File: src/exec_pkg.sv
package exec_pkg;

    // datapath width
    localparam int XLEN    = 32;
    localparam int SHAMT_W = 5;   // shift amount, low bits of operand b

    typedef logic [XLEN-1:0] word_t;       // pc, operands, results, targets
    typedef logic [3:0]      alu_op_t;
    typedef logic [2:0]      funct3_t;     // branch condition
    typedef logic [1:0]      result_sel_t;

    // ----------------------------------------------------------------------
    // alu operation codes
    // ----------------------------------------------------------------------
    localparam alu_op_t ALU_ADD  = 4'd0;
    localparam alu_op_t ALU_SUB  = 4'd1;
    localparam alu_op_t ALU_SLL  = 4'd2;
    localparam alu_op_t ALU_SLT  = 4'd3;
    localparam alu_op_t ALU_SLTU = 4'd4;
    localparam alu_op_t ALU_XOR  = 4'd5;
    localparam alu_op_t ALU_SRL  = 4'd6;
    localparam alu_op_t ALU_SRA  = 4'd7;
    localparam alu_op_t ALU_OR   = 4'd8;
    localparam alu_op_t ALU_AND  = 4'd9;

    // branch conditions, same encoding as funct3 of B-type
    localparam funct3_t BR_EQ  = 3'd0;
    localparam funct3_t BR_NE  = 3'd1;
    localparam funct3_t BR_LT  = 3'd4;
    localparam funct3_t BR_GE  = 3'd5;
    localparam funct3_t BR_LTU = 3'd6;
    localparam funct3_t BR_GEU = 3'd7;

    // write-back select, code 1 falls back to the alu result
    localparam result_sel_t RES_ALU = 2'd0;
    localparam result_sel_t RES_PC4 = 2'd2;
    localparam result_sel_t RES_IMM = 2'd3;

    // two-bit saturating predictor, msb is the prediction
    typedef enum logic [1:0] {
        STRONG_NT = 2'b00,
        WEAK_NT   = 2'b01,
        WEAK_T    = 2'b10,
        STRONG_T  = 2'b11
    } bp_state_t;

endpackage

File: src/exec_if.sv
`timescale 1ns/1ps

// ----------------------------------------------------------------------
// issue side: one decoded instruction with its operands
// ----------------------------------------------------------------------
interface issue_if;
    import exec_pkg::*;

    logic        in_valid;
    word_t       pc;
    word_t       rs1_val;
    word_t       rs2_val;
    word_t       imm;
    alu_op_t     alu_op;
    logic        use_rs2;      // rs2 instead of imm as operand b
    result_sel_t result_sel;
    logic        is_branch;
    logic        is_jump;
    logic        is_jalr;
    funct3_t     cond;
    logic        pred_taken;   // what fetch guessed

    modport consumer (
        input in_valid, pc, rs1_val, rs2_val, imm, alu_op, use_rs2,
        input result_sel, is_branch, is_jump, is_jalr, cond, pred_taken
    );
endinterface

// ----------------------------------------------------------------------
// stage-1 results, written by alu_unit and branch_unit
// ----------------------------------------------------------------------
interface resolve_if;
    import exec_pkg::*;

    logic  valid;
    word_t wb_value;
    logic  taken;
    word_t target;
    word_t pc_plus4;
    logic  was_branch;
    logic  was_pred;

    modport alu      (output valid, wb_value);
    modport branch   (output taken, target, pc_plus4, was_branch, was_pred);
    modport consumer (input valid, wb_value, taken, target, pc_plus4, was_branch, was_pred);
endinterface

File: src/alu_unit.sv
`timescale 1ns/1ps

module alu_unit (
    input  logic       clk,
    input  logic       rst,
    issue_if.consumer  iss,
    resolve_if.alu     res
);
    import exec_pkg::*;

    word_t               op_a;
    word_t               op_b;
    logic [SHAMT_W-1:0]  shamt;
    logic                lt_s;
    logic                lt_u;
    word_t               alu_res;
    word_t               wb_c;

    // ----------------------------------------------------------------------
    // operand selection
    // ----------------------------------------------------------------------
    assign op_a  = iss.rs1_val;
    assign op_b  = iss.use_rs2 ? iss.rs2_val : iss.imm;
    assign shamt = op_b[SHAMT_W-1:0];

    assign lt_s = $signed(op_a) < $signed(op_b);
    assign lt_u = op_a < op_b;

    always_comb begin
        case (iss.alu_op)
            ALU_ADD:  alu_res = op_a + op_b;
            ALU_SUB:  alu_res = op_a - op_b;
            ALU_SLL:  alu_res = op_a << shamt;
            ALU_SLT:  alu_res = {{(XLEN-1){1'b0}}, lt_s};
            ALU_SLTU: alu_res = {{(XLEN-1){1'b0}}, lt_u};
            ALU_XOR:  alu_res = op_a ^ op_b;
            ALU_SRL:  alu_res = op_a >> shamt;
            ALU_SRA:  alu_res = word_t'($signed(op_a) >>> shamt);  // keeps sign
            ALU_OR:   alu_res = op_a | op_b;
            ALU_AND:  alu_res = op_a & op_b;
            default:  alu_res = '0;   // undefined op
        endcase
    end

    // write-back value select
    always_comb begin
        case (iss.result_sel)
            RES_PC4: wb_c = iss.pc + word_t'(4);   // link address for jal/jalr
            RES_IMM: wb_c = iss.imm;               // lui
            default: wb_c = alu_res;
        endcase
    end

    // ----------------------------------------------------------------------
    // stage register
    // ----------------------------------------------------------------------
    always_ff @(posedge clk or posedge rst) begin
        if (rst) begin
            res.valid <= 1'b0;
        end else begin
            res.valid <= iss.in_valid;
        end
    end

    always_ff @(posedge clk) begin
        if (iss.in_valid) begin
            res.wb_value <= wb_c;
        end
    end

endmodule

File: src/branch_unit.sv
`timescale 1ns/1ps

module branch_unit (
    input  logic       clk,
    input  logic       rst,
    issue_if.consumer  iss,
    resolve_if.branch  res
);
    import exec_pkg::*;

    logic  eq;
    logic  lt_s;
    logic  lt_u;
    logic  cond_ok;
    logic  taken_c;
    word_t target_c;

    // compare the two register operands
    assign eq   = iss.rs1_val == iss.rs2_val;
    assign lt_s = $signed(iss.rs1_val) < $signed(iss.rs2_val);
    assign lt_u = iss.rs1_val < iss.rs2_val;

    always_comb begin
        case (iss.cond)
            BR_EQ:   cond_ok = eq;
            BR_NE:   cond_ok = !eq;
            BR_LT:   cond_ok = lt_s;
            BR_GE:   cond_ok = !lt_s;
            BR_LTU:  cond_ok = lt_u;
            BR_GEU:  cond_ok = !lt_u;
            default: cond_ok = 1'b0;   // codes 2, 3 never taken
        endcase
    end

    // jumps always taken, branches when the condition holds
    assign taken_c  = iss.is_jump | iss.is_jalr | (iss.is_branch & cond_ok);
    assign target_c = iss.is_jalr ? iss.rs1_val + iss.imm : iss.pc + iss.imm;

    // ----------------------------------------------------------------------
    // stage register
    // ----------------------------------------------------------------------
    always_ff @(posedge clk or posedge rst) begin
        if (rst) begin
            res.taken      <= 1'b0;
            res.was_branch <= 1'b0;
            res.was_pred   <= 1'b0;
        end else begin
            res.taken <= iss.in_valid & taken_c;   // cleared on idle cycles
            if (iss.in_valid) begin
                res.was_branch <= iss.is_branch;
                res.was_pred   <= iss.pred_taken;
            end
        end
    end

    always_ff @(posedge clk) begin
        if (iss.in_valid) begin
            res.target   <= target_c;
            res.pc_plus4 <= iss.pc + word_t'(4);  // fall-through
        end
    end

endmodule

File: src/redirect_ctrl.sv
`timescale 1ns/1ps

module redirect_ctrl (
    input  logic              clk,
    input  logic              rst,
    resolve_if.consumer       res,
    output logic              out_valid,
    output exec_pkg::word_t   wb_value,
    output logic              redirect,
    output exec_pkg::word_t   redirect_pc,
    output logic              predict_taken
);
    import exec_pkg::*;

    logic      wrong;        // prediction differs from outcome
    logic      mispredict;
    bp_state_t state;
    bp_state_t state_nxt;

    assign wrong      = res.was_pred ^ res.taken;
    assign mispredict = res.valid & wrong;

    // ----------------------------------------------------------------------
    // output register
    // ----------------------------------------------------------------------
    always_ff @(posedge clk or posedge rst) begin
        if (rst) begin
            out_valid <= 1'b0;
            redirect  <= 1'b0;
        end else begin
            out_valid <= res.valid;
            redirect  <= mispredict;
        end
    end

    always_ff @(posedge clk) begin
        if (res.valid) begin
            wb_value <= res.wb_value;
            // guessed not taken but taken -> target, else back to pc+4
            redirect_pc <= res.taken ? res.target : res.pc_plus4;
        end
    end

    // ----------------------------------------------------------------------
    // two-bit predictor, steps on every resolved branch
    // ----------------------------------------------------------------------
    always_comb begin
        state_nxt = state;
        case (state)
            STRONG_NT: begin
                state_nxt = wrong ? WEAK_NT : STRONG_NT;
            end
            WEAK_NT: begin
                state_nxt = wrong ? WEAK_T : STRONG_NT;
            end
            WEAK_T: begin
                state_nxt = wrong ? WEAK_NT : STRONG_T;
            end
            STRONG_T: begin
                state_nxt = wrong ? WEAK_T : STRONG_T;
            end
            default: begin
                state_nxt = STRONG_NT;
            end
        endcase
    end

    always_ff @(posedge clk or posedge rst) begin
        if (rst) begin
            state <= STRONG_NT;
        end else if (res.valid && res.was_branch) begin  // jumps leave it alone
            state <= state_nxt;
        end
    end

    assign predict_taken = state[1];   // weak or strong taken

endmodule

File: src/riscv_exec.sv
`timescale 1ns/1ps

module riscv_exec (
    input  logic                   clk,
    input  logic                   rst,
    input  logic                   in_valid,
    input  exec_pkg::word_t        pc,
    input  exec_pkg::word_t        rs1_val,
    input  exec_pkg::word_t        rs2_val,
    input  exec_pkg::word_t        imm,
    input  exec_pkg::alu_op_t      alu_op,
    input  logic                   use_rs2,
    input  exec_pkg::result_sel_t  result_sel,
    input  logic                   is_branch,
    input  logic                   is_jump,
    input  logic                   is_jalr,
    input  exec_pkg::funct3_t      cond,
    input  logic                   pred_taken,
    output logic                   out_valid,
    output exec_pkg::word_t        wb_value,
    output logic                   redirect,
    output exec_pkg::word_t        redirect_pc,
    output logic                   predict_taken
);

    issue_if   u_iss ();
    resolve_if u_res ();

    // ----------------------------------------------------------------------
    // issue bundle from the plain ports
    // ----------------------------------------------------------------------
    assign u_iss.in_valid   = in_valid;
    assign u_iss.pc         = pc;
    assign u_iss.rs1_val    = rs1_val;
    assign u_iss.rs2_val    = rs2_val;
    assign u_iss.imm        = imm;
    assign u_iss.alu_op     = alu_op;
    assign u_iss.use_rs2    = use_rs2;
    assign u_iss.result_sel = result_sel;
    assign u_iss.is_branch  = is_branch;
    assign u_iss.is_jump    = is_jump;
    assign u_iss.is_jalr    = is_jalr;
    assign u_iss.cond       = cond;
    assign u_iss.pred_taken = pred_taken;

    // stage 1, both units see the same instruction
    alu_unit u_alu_unit (
        .clk (clk),
        .rst (rst),
        .iss (u_iss),
        .res (u_res)
    );

    branch_unit u_branch_unit (
        .clk (clk),
        .rst (rst),
        .iss (u_iss),
        .res (u_res)
    );

    // stage 2 and predictor
    redirect_ctrl u_redirect_ctrl (
        .clk           (clk),
        .rst           (rst),
        .res           (u_res),
        .out_valid     (out_valid),
        .wb_value      (wb_value),
        .redirect      (redirect),
        .redirect_pc   (redirect_pc),
        .predict_taken (predict_taken)
    );

endmodule

File: config.mk
export PLATFORM = sky130hd
export DESIGN_NAME = riscv_exec
export DESIGN_NICKNAME = d
export VERILOG_FILES = /design/src/exec_pkg.sv /design/src/exec_if.sv /design/src/alu_unit.sv /design/src/branch_unit.sv /design/src/redirect_ctrl.sv /design/src/riscv_exec.sv
export SDC_FILE = /design/constraint.sdc
export NUM_CORES = 1
export LEC_CHECK = 0
export ABC_CLOCK_PERIOD_IN_PS = 2500
export BUFFER_PORTS_ARGS = -buffer_cell sky130_fd_sc_hd__buf_2
export CORE_ASPECT_RATIO = 2
export CORE_MARGIN = 5
export CORE_UTILIZATION = 56
export CTS_BUF_LIST = sky130_fd_sc_hd__clkbuf_4 sky130_fd_sc_hd__clkbuf_8
export DETAILED_ROUTE_END_ITERATION = 10
export PLACE_DENSITY = 0.87
export SLEW_MARGIN = 20
export SYNTH_ARGS = -nofsm -noshare
export SYNTH_HDL_FRONTEND = slang
export SYNTH_SLANG_ARGS = --single-unit
File: constraint.sdc
create_clock -name clk -period 2.5 [get_ports clk]
set_clock_uncertainty 0.2 [all_clocks]
set_input_delay 0.375 -clock clk [delete_from_list [all_inputs] [get_ports clk]]
set_output_delay 0.375 -clock clk [all_outputs]
set_load 0.03 [all_outputs]
==> results of run 1 <==
[cells by family after synthesis]
logic type,count (synthesis)
mux,210
flops,168
compound gates,655
fa+ha+maj,167
simple gates,563
xor+xnor,70
buf+inv,273
[through the flow]
step | TNS (ps) | util [%] | area [µm²] | hold slack (ps) | setup WS (ps)
CTS | -33720 | 85.4 | 28000 | 2.33 | -1060
detailed placement | -84090 | 77.1 | 25300 | 135 | -2060
floorplan | -54890 | - | 18900 | -9.34 | -1820
global placement | -76780 | 77.1 | 25300 | 117 | -1850
[routing by layer]
metal / GRT usage [%] / GRT overflow
met3: 71.4 / 7
met4: 87.9 / 196
met5: 42.0 / 1
met2: 98.5 / 335
met1: 78.0 / 8
[timing repair]
action	4_1_cts
gates cloned	9
resized for setup	339
setup endpoints to repair	59
buffers inserted	61
pin swaps	101
hold buffers	6
endpoints found under the hold margin	12
==> impl_metrics.csv, run 1 <==
group,metric,value,unit
yosys,synth_fa_ha_area_share,11.4,%
yosys,synth_top_area_share,25.9,%
grt,grt_pass1_vias,32900,
clock_tree,htree_levels,4,
grt,grt_pass1_wl,238000,µm
die,start_util,56.5,%
die,die_w,139,µm
yosys,postSynth.topFlopCell,"edfxtp_1",
die,rows,94,
die,ios,212,
die,die_h,267,µm
yosys,synth_xor_area_share,3.31,%
yosys,synth_seq_cells,168,
grt,grt_overflow_total,547,
yosys,syn_avg_cell_area,8.80,µm²
clock_tree,clock-sinks,168,
yosys,synth_area_leaders,"edfxtp_1, ha_1, mux2i_1",
clock_tree,clock_path_buffers,2,
yosys,async_reset_ff_share,4.76,%
yosys,synth_compound_area_share,24.1,%
placement,dp.cells,3329,
status,status,"aborted with a tool error",
yosys,yosysSeqAreaShare,27.0,%
placement,dp.final_hpwl,73500,µm
yosys,synth.most_common_cell,"nor2_1",
status,stop_stage,"5_1_grt",
grt,grt_max_degree,63,
yosys,synth_edf_count,160,
yosys,synth_top_family_by_area,"compound AO/OA/AOI/OAI gates",
yosys,synth_simple_gate_area_share,14.1,%
yosys,syn-instance-count,2106,
yosys,yosysUniqueCellTypes,92,
grt,grt_usage,82.8,%
clock_tree,cts_inserted_buffers,17,
yosys,synthTopCellsByCount,"nor2_1, a21oi_1, nand2_1",
yosys,synth_nets,2418,
clock_tree,clock-root-buffer,"clkbuf_8",
placement,buffer_ports.inserted,211,
placement,place.gp.congestion,1.47,
yosys,synth_area,18500,µm²
status,toolErrorMsg,"[ERROR GRT-0116] Global routing finished with congestion. Check the congestion regions in the DRC Viewer.",
yosys,synth_mux_area_share,14.1,%
yosys,yosysWarnings,0,
yosys,yosys.area.top_type,"edfxtp_1",
==> inputs of run 2 (changes only) <==
Settings changed: ABC_CLOCK_PERIOD_IN_PS 2500 to 3250, CORE_ASPECT_RATIO 2 to not set, CORE_UTILIZATION 56 to 40, CTS_BUF_LIST sky130_fd_sc_hd__clkbuf_4 sky130_fd_sc_hd__clkbuf_8 to not set, PLACE_DENSITY 0.87 to not set, PLACE_DENSITY_LB_ADDON set to 0.15.
Clock period 2.5 ns to 3.25 ns, I/O delays scaled along.
==> run 2 against run 1 <==
The flow now finishes, with violations (setup timing). Synthesized cell count stayed put. Area after synthesis did not move.
==> impl_metrics.csv, run 2 <==
group,metric,value,unit
setup_path,cp_max_fo,5,
yosys,synth.most_common_cell,"nor2_1",
routing,drt_first_pass_iters,6,
placement,dp.final_hpwl,77300,µm
yosys,synth_top_area_share,25.9,%
routing,drt_iter0_markers,2611,
yosys,yosysWarnings,0,
sta,slew-limit-headroom,46.4,%
layout,finalNonFillerCells,3588,
placement,place.gp.congestion,1.04,
yosys,yosysUniqueCellTypes,92,
setup_path,path_delay_family,"compound AO/OA/AOI/OAI gates",
min_path,hold_depth,2,
yosys,synth_edf_count,160,
run,maxCapViolCount,0,
yosys,syn-instance-count,2106,
status,status,"finished with violations",
yosys,yosys.area.top_type,"edfxtp_1",
clock_tree,clk_pin_slew,70,ps
sta,final_max_slew_viol_count,0,
setup_path,crit_required,3270,ps
yosys,yosysSeqAreaShare,27.0,%
routing,wl_per_cell,27.3,µm
sta,layout_setup_ws,-504,ps
clock_tree,cts_inserted_buffers,17,
die,ios,212,
layout,final_layout_size_suffix_gt1_share,45.5,%
power,power_leakage,12.8,nW
yosys,synth_area,18500,µm²
setup_path,rr_startpoint,"u_branch_unit.res.taken",
grt,grt_pass1_vias,21100,
yosys,syn_avg_cell_area,8.80,µm²
sta,setup_violations,34,
clock_tree,clk_latency,480,ps
yosys,postSynth.topFlopCell,"edfxtp_1",
setup_path,path_class,"in -> reg",
die,core_area,45600,µm²
setup_path,startpoint_type,"primary input",
setup_path,rr_worst_depth,2,
layout,area_delta_synth_final,53.4,%
setup_path,r2r_setup_slack,1370,ps
sta,tightest_slew,782,ps
setup_path,cp.arrival,3770,ps
yosys,synthTopCellsByCount,"nor2_1, a21oi_1, nand2_1",
placement,buffer_ports.inserted,211,
die,rows,78,
routing,drc,0,
clock_tree,cts_tree,"done",
die,die_area,50700,µm²
die,die_w,225,µm
clock_tree,clock-root-buffer,"clkbuf_16",
grt,grt_pass1_wl,139000,µm
placement,dp.cells,3488,
setup_path,path_cells,"buf_12, buf_12, mux2i_4, inv_2, fa_2, nor2_4, o221ai_4, a21oi_4, a31o_4, a31oi_4, o31a_1, o41a_1, a211o_1, a2111oi_4, o22ai_1",
yosys,synth_nets,2418,
sta,rsz0062_at_grt,"yes",
sta,max_freq,0.266,GHz
min_path,min_path_type,"in -> reg",
power,power.density,364,nW/µm²
grt,antenna_found_initial,7,
routing,routed_wl,98100,µm
yosys,synth_area_leaders,"edfxtp_1, ha_1, mux2i_1",
routing,post_drt_via_cell_ratio,6.07,
layout,layout_commonest_cell,"buf_4",
setup_path,critPathSlowestCell,"fa_2",
grt,grt_max_degree,49,
routing,ant_nets,0,
routing,num_vias,21800,
clock_tree,htree_levels,4,
layout,final_cell_mix,"buf_4, buf_2, nor2_1, nand2_1, edfxtp_1",
status,failed_checks,"setup timing",
layout,nNetsFinal,3286,
min_path,holdPathEnd,"u_branch_unit.res.was_pred",
power,ir_worst_vdd,0.000470,V
die,die_h,225,µm
grt,grt_usage,36.9,%
clock_tree,clock-sinks,168,
grt,grt_overflow_total,0,
setup_path,path_common_cell,"buf_12",
setup_path,r2r-end,"u_redirect_ctrl.redirect_pc[7]",
yosys,synth_seq_cells,168,
sta,final_hold_viol_count,0,
yosys,async_reset_ff_share,4.76,%
setup_path,cp-startpoint,"use_rs2",
setup_path,cp_slowest_stage_delay,380,ps
die,start_util,40.7,%
sta,finalCritPeriodShare,116,%
clock_tree,clock_path_buffers,2,
setup_path,crit_path_end_kind,"register",
sta,period_needed,3750,ps
sta,setup_tns,-7980,ps
setup_path,path_buf_inv,3,
min_path,min_from,"pred_taken",
placement,pre_cts_ws,-1500,ps
-- run 2: cell counts after synthesis --
Identical to the previous run, type by type.
-- run 2: how the worst max path moves through the flow --
stage,endpoint,slack (ps),cells after the start
2_1_floorplan,u_alu_unit.res.wb_value[28],-1190,18
3_3_place_gp,u_alu_unit.res.wb_value[1],-1540,15
3_5_place_dp,u_alu_unit.res.wb_value[1],-1500,15
4_1_cts,u_alu_unit.res.wb_value[28],-420,15
5_1_grt,u_alu_unit.res.wb_value[28],-590,15
6_report,u_alu_unit.res.wb_value[28],-500,15
-- run 2: power breakdown --
part	total (mW)	switching [mW]	internal, mW
Clock	2.06	0.974	1.09
Combinational	5.47	3.02	2.45
Sequential	2.82	0.0949	2.72
Total	10.3	4.09	6.26
-- run 2: cells by family (layout without fill, tap and decap cells) --
kind of cell | after synthesis | after routing | share of synthesized area [%]
adder cells (fa/ha/maj) | 167 | 167 | 11.4
flip-flops | 168 | 168 | 27.0
XOR/XNOR | 70 | 70 | 3.31
other | 0 | 1 | 0
AO/OA/AOI/OAI | 655 | 655 | 24.1
AND/OR/NAND/NOR | 563 | 563 | 14.1
buffers and inverters | 273 | 1154 | 6.01
multiplexers | 210 | 210 | 14.1
-- run 2: repair_timing --
action                                  CTS  global route
cloned                                    4             1
endpoints found under the hold margin     8             0
hold buffers                              1             0
endpoints found under the setup margin   40            41
setup buffers                            36            32
gates resized for setup                 257           115
pin swaps                               103            78
-- run 2: per-stage QoR --
stage / instance area (µm²) / total power, mW / utilization, % / hold slack, ps
after detailed placement: 25500 / 7.52 / 55.9 / 205
final: 28400 / 10.3 / 62.4 / 58.1
after floorplan: 18800 / 5.16 / - / 103
after global routing: 28400 / 10.7 / 62.4 / 41.3
after CTS: 27600 / 10.0 / 60.6 / 29.5
after global placement: 25500 / 7.47 / 55.9 / 201
-- run 2: area by class of cell --
type / instances / area [µm²]
repair buffers: 975 / 7420
inverters: 147 / 562
clock buffers: 20 / 447
flip-flops and latches: 168 / 5010
diodes: 1 / 2.50
multi-input cells: 1665 / 14100
clock inverters: 12 / 118
fillers: 3921 / 17200
well taps: 600 / 751
-- run 2: metal layers --
metal	global-route usage (%)	wire length, µm	vias up	share of wire, %
met5	0	27	-	0.028
met4	15.4	4990	4	5.1
met3	7.82	9730	268	9.9
met2	55.8	42300	1293	43
met1	51.4	41000	10600	42
li1	-	-	9668	-
No activity file was read; power rests on OpenSTA's default activity.
==> inputs of run 3 (changes only) <==
Settings changed: SKIP_LAST_GASP set to 1.
==> run 3 against run 2 <==
The run still ends with setup timing left. Design area is 0.60% higher. Total power is 0.61% higher. Utilization is 0.37 points higher. Routed wire length is 2.0% higher. Non-clock buffer count is 6 higher. Fmax is 0.79% lower. Flip-flop and latch count stayed put. Sequential share of layout area is 0.10 points lower. Critical path depth stayed put. Sequential power hardly changed. Via count is 1.2% higher. Largest cell class unchanged.
==> impl_metrics.csv, run 3 (synthesis results as in run 2) <==
group,metric,value,unit
die,core_area,45600,µm²
sta,finalCritPeriodShare,116,%
power,ir_worst_vdd,0.000467,V
routing,post_drt_via_cell_ratio,6.13,
grt,grt_pass1_vias,21000,
layout,finalCoreUtilization,62.7,%
routing,drt_first_pass_iters,9,
clock_tree,htree_levels,4,
placement,dp.final_hpwl,77300,µm
sta,setup_tns,-7750,ps
min_path,min_path_type,"in -> reg",
power,pwr-share-comb,53.1,%
clock_tree,clk_pin_slew,70,ps
layout,nNetsFinal,3292,
die,rows,78,
layout,final_layout_size_suffix_gt1_share,45.4,%
routing,num_vias,22100,
setup_path,crit_required,3270,ps
die,die_area,50700,µm²
grt,grt_overflow_total,0,
sta,final_max_slew_viol_count,0,
setup_path,path_class,"in -> reg",
clock_tree,clk_latency,490,ps
grt,grt_max_degree,49,
power,p_switching,4.13,mW
power,power_leakage,12.8,nW
clock_tree,clock-root-buffer,"clkbuf_16",
placement,place.gp.congestion,1.04,
power,power.density,364,nW/µm²
routing,routed_wl,100000,µm
layout,final_cell_mix,"buf_4, buf_2, nor2_1, nand2_1, edfxtp_1",
setup_path,rr_startpoint,"u_branch_unit.res.taken",
setup_path,rr_worst_depth,2,
die,start_util,40.7,%
min_path,min_from,"pred_taken",
sta,rsz0062_at_grt,"yes",
routing,ant_nets,0,
routing,drt_iter0_markers,2684,
run,maxCapViolCount,0,
die,die_h,225,µm
status,failed_checks,"setup timing",
sta,setup_violations,34,
routing,wl_per_cell,27.8,µm
grt,grt_usage,36.9,%
min_path,hold_depth,2,
setup_path,crit_path_end_kind,"register",
grt,grt_pass1_wl,139000,µm
sta,final_hold_viol_count,0,
die,ios,212,
placement,buffer_ports.inserted,211,
setup_path,startpoint_type,"primary input",
power,sw_frac_of_total,39.7,%
setup_path,r2r_setup_slack,1360,ps
setup_path,cp_max_fo,5,
die,die_w,225,µm
sta,slew-limit-headroom,48.2,%
layout,final_area,28600,µm²
clock_tree,cts_inserted_buffers,17,
sta,period_needed,3780,ps
setup_path,cp.arrival,3810,ps
min_path,holdPathEnd,"u_branch_unit.res.was_pred",
clock_tree,cts_tree,"done",
sta,max_freq,0.264,GHz
sta,tightest_slew,777,ps
layout,layout_commonest_cell,"buf_4",
status,status,"finished with violations",
layout,area_delta_synth_final,54.3,%
clock_tree,clock-sinks,168,
grt,antenna_found_initial,5,
routing,drc,0,
setup_path,r2r-end,"u_redirect_ctrl.redirect_pc[7]",
sta,layout_setup_ws,-534,ps
clock_tree,clock_path_buffers,2,
placement,dpl_cell_area,25500,µm²
power,sequentialPowerShare,27.1,%
power,clockPowerShare,19.8,%
power,p_int,6.28,mW
run 3: metrics by stage:
| stage | total power [mW] | hold slack, ps | setup WS [ps] | cells |
|---|---|---|---|---|
| 2_1_floorplan | 5.16 | 103 | -1190 | 2106 |
| 3_3_place_gp | 7.47 | 201 | -1540 | 3488 |
| 3_5_place_dp | 7.52 | 205 | -1500 | 3488 |
| 4_1_cts | 9.98 | 29.5 | -424 | 3558 |
| 5_1_grt | 10.8 | 42.0 | -616 | 3594 |
| 6_report | 10.4 | 54.6 | -534 | 3596 |
run 3: worst max path at each step:
stage                     slack (ps)                           to    start  cells after the start
after global routing            -620  u_alu_unit.res.wb_value[28]  use_rs2                     15
after detailed placement       -1500   u_alu_unit.res.wb_value[1]  use_rs2                     15
after global placement         -1540   u_alu_unit.res.wb_value[1]  use_rs2                     15
after floorplan                -1190  u_alu_unit.res.wb_value[28]  use_rs2                     18
final                           -530  u_alu_unit.res.wb_value[28]  use_rs2                     15
after CTS                       -420  u_alu_unit.res.wb_value[28]  use_rs2                     15
run 3: worst max-delay path: stages:
cell and delay, ps:
buf_12 100, buf_12 140, mux2i_4 330, inv_2 80
fa_2 390, nor2_4 150, o221ai_4 130, a21oi_4 210
a31o_4 200, a31oi_4 100, o31a_1 330, o41a_1 370
a211o_1 310, a2111oi_4 340, o22ai_1 110
run 3: layout make-up:
| class | instances | area (µm²) |
|---|---|---|
| inverter | 147 | 559 |
| antenna | 3 | 7.51 |
| sequential | 168 | 5010 |
| tap | 600 | 751 |
| multi-input combinational | 1665 | 14100 |
| clock buffer | 20 | 447 |
| fill | 3892 | 17000 |
| timing repair buffer | 981 | 7580 |
| clock inverter | 12 | 118 |
run 3: timing repair:
item,4_1_cts,5_1_grt
endpoints found under the hold margin,8,0
gates resized for setup,234,133
gates cloned,4,6
setup endpoints to repair,40,41
pin swaps,98,71
hold buffers,1,0
buffers inserted,36,30
run 3: power groups by stage:
stage	combinational [mW]	sequential (mW)	clock, mW
after floorplan	2.10	3.06	0
after global placement	4.62	2.85	0
after detailed placement	4.65	2.86	0
after CTS	5.07	2.82	2.10
after global routing	5.76	2.84	2.19
final	5.53	2.82	2.07
run 3: layer usage:
layer / wire [µm] / GRT usage, % / share of wire, % / vias to the layer above
li1: - / - / - / 9686
met1: 41600 / 51.5 / 42 / 10700
met2: 42800 / 56.0 / 43 / 1343
met3: 10100 / 7.20 / 10 / 316
met4: 5630 / 15.3 / 5.6 / 4
met5: 27 / 0 / 0.027 / -
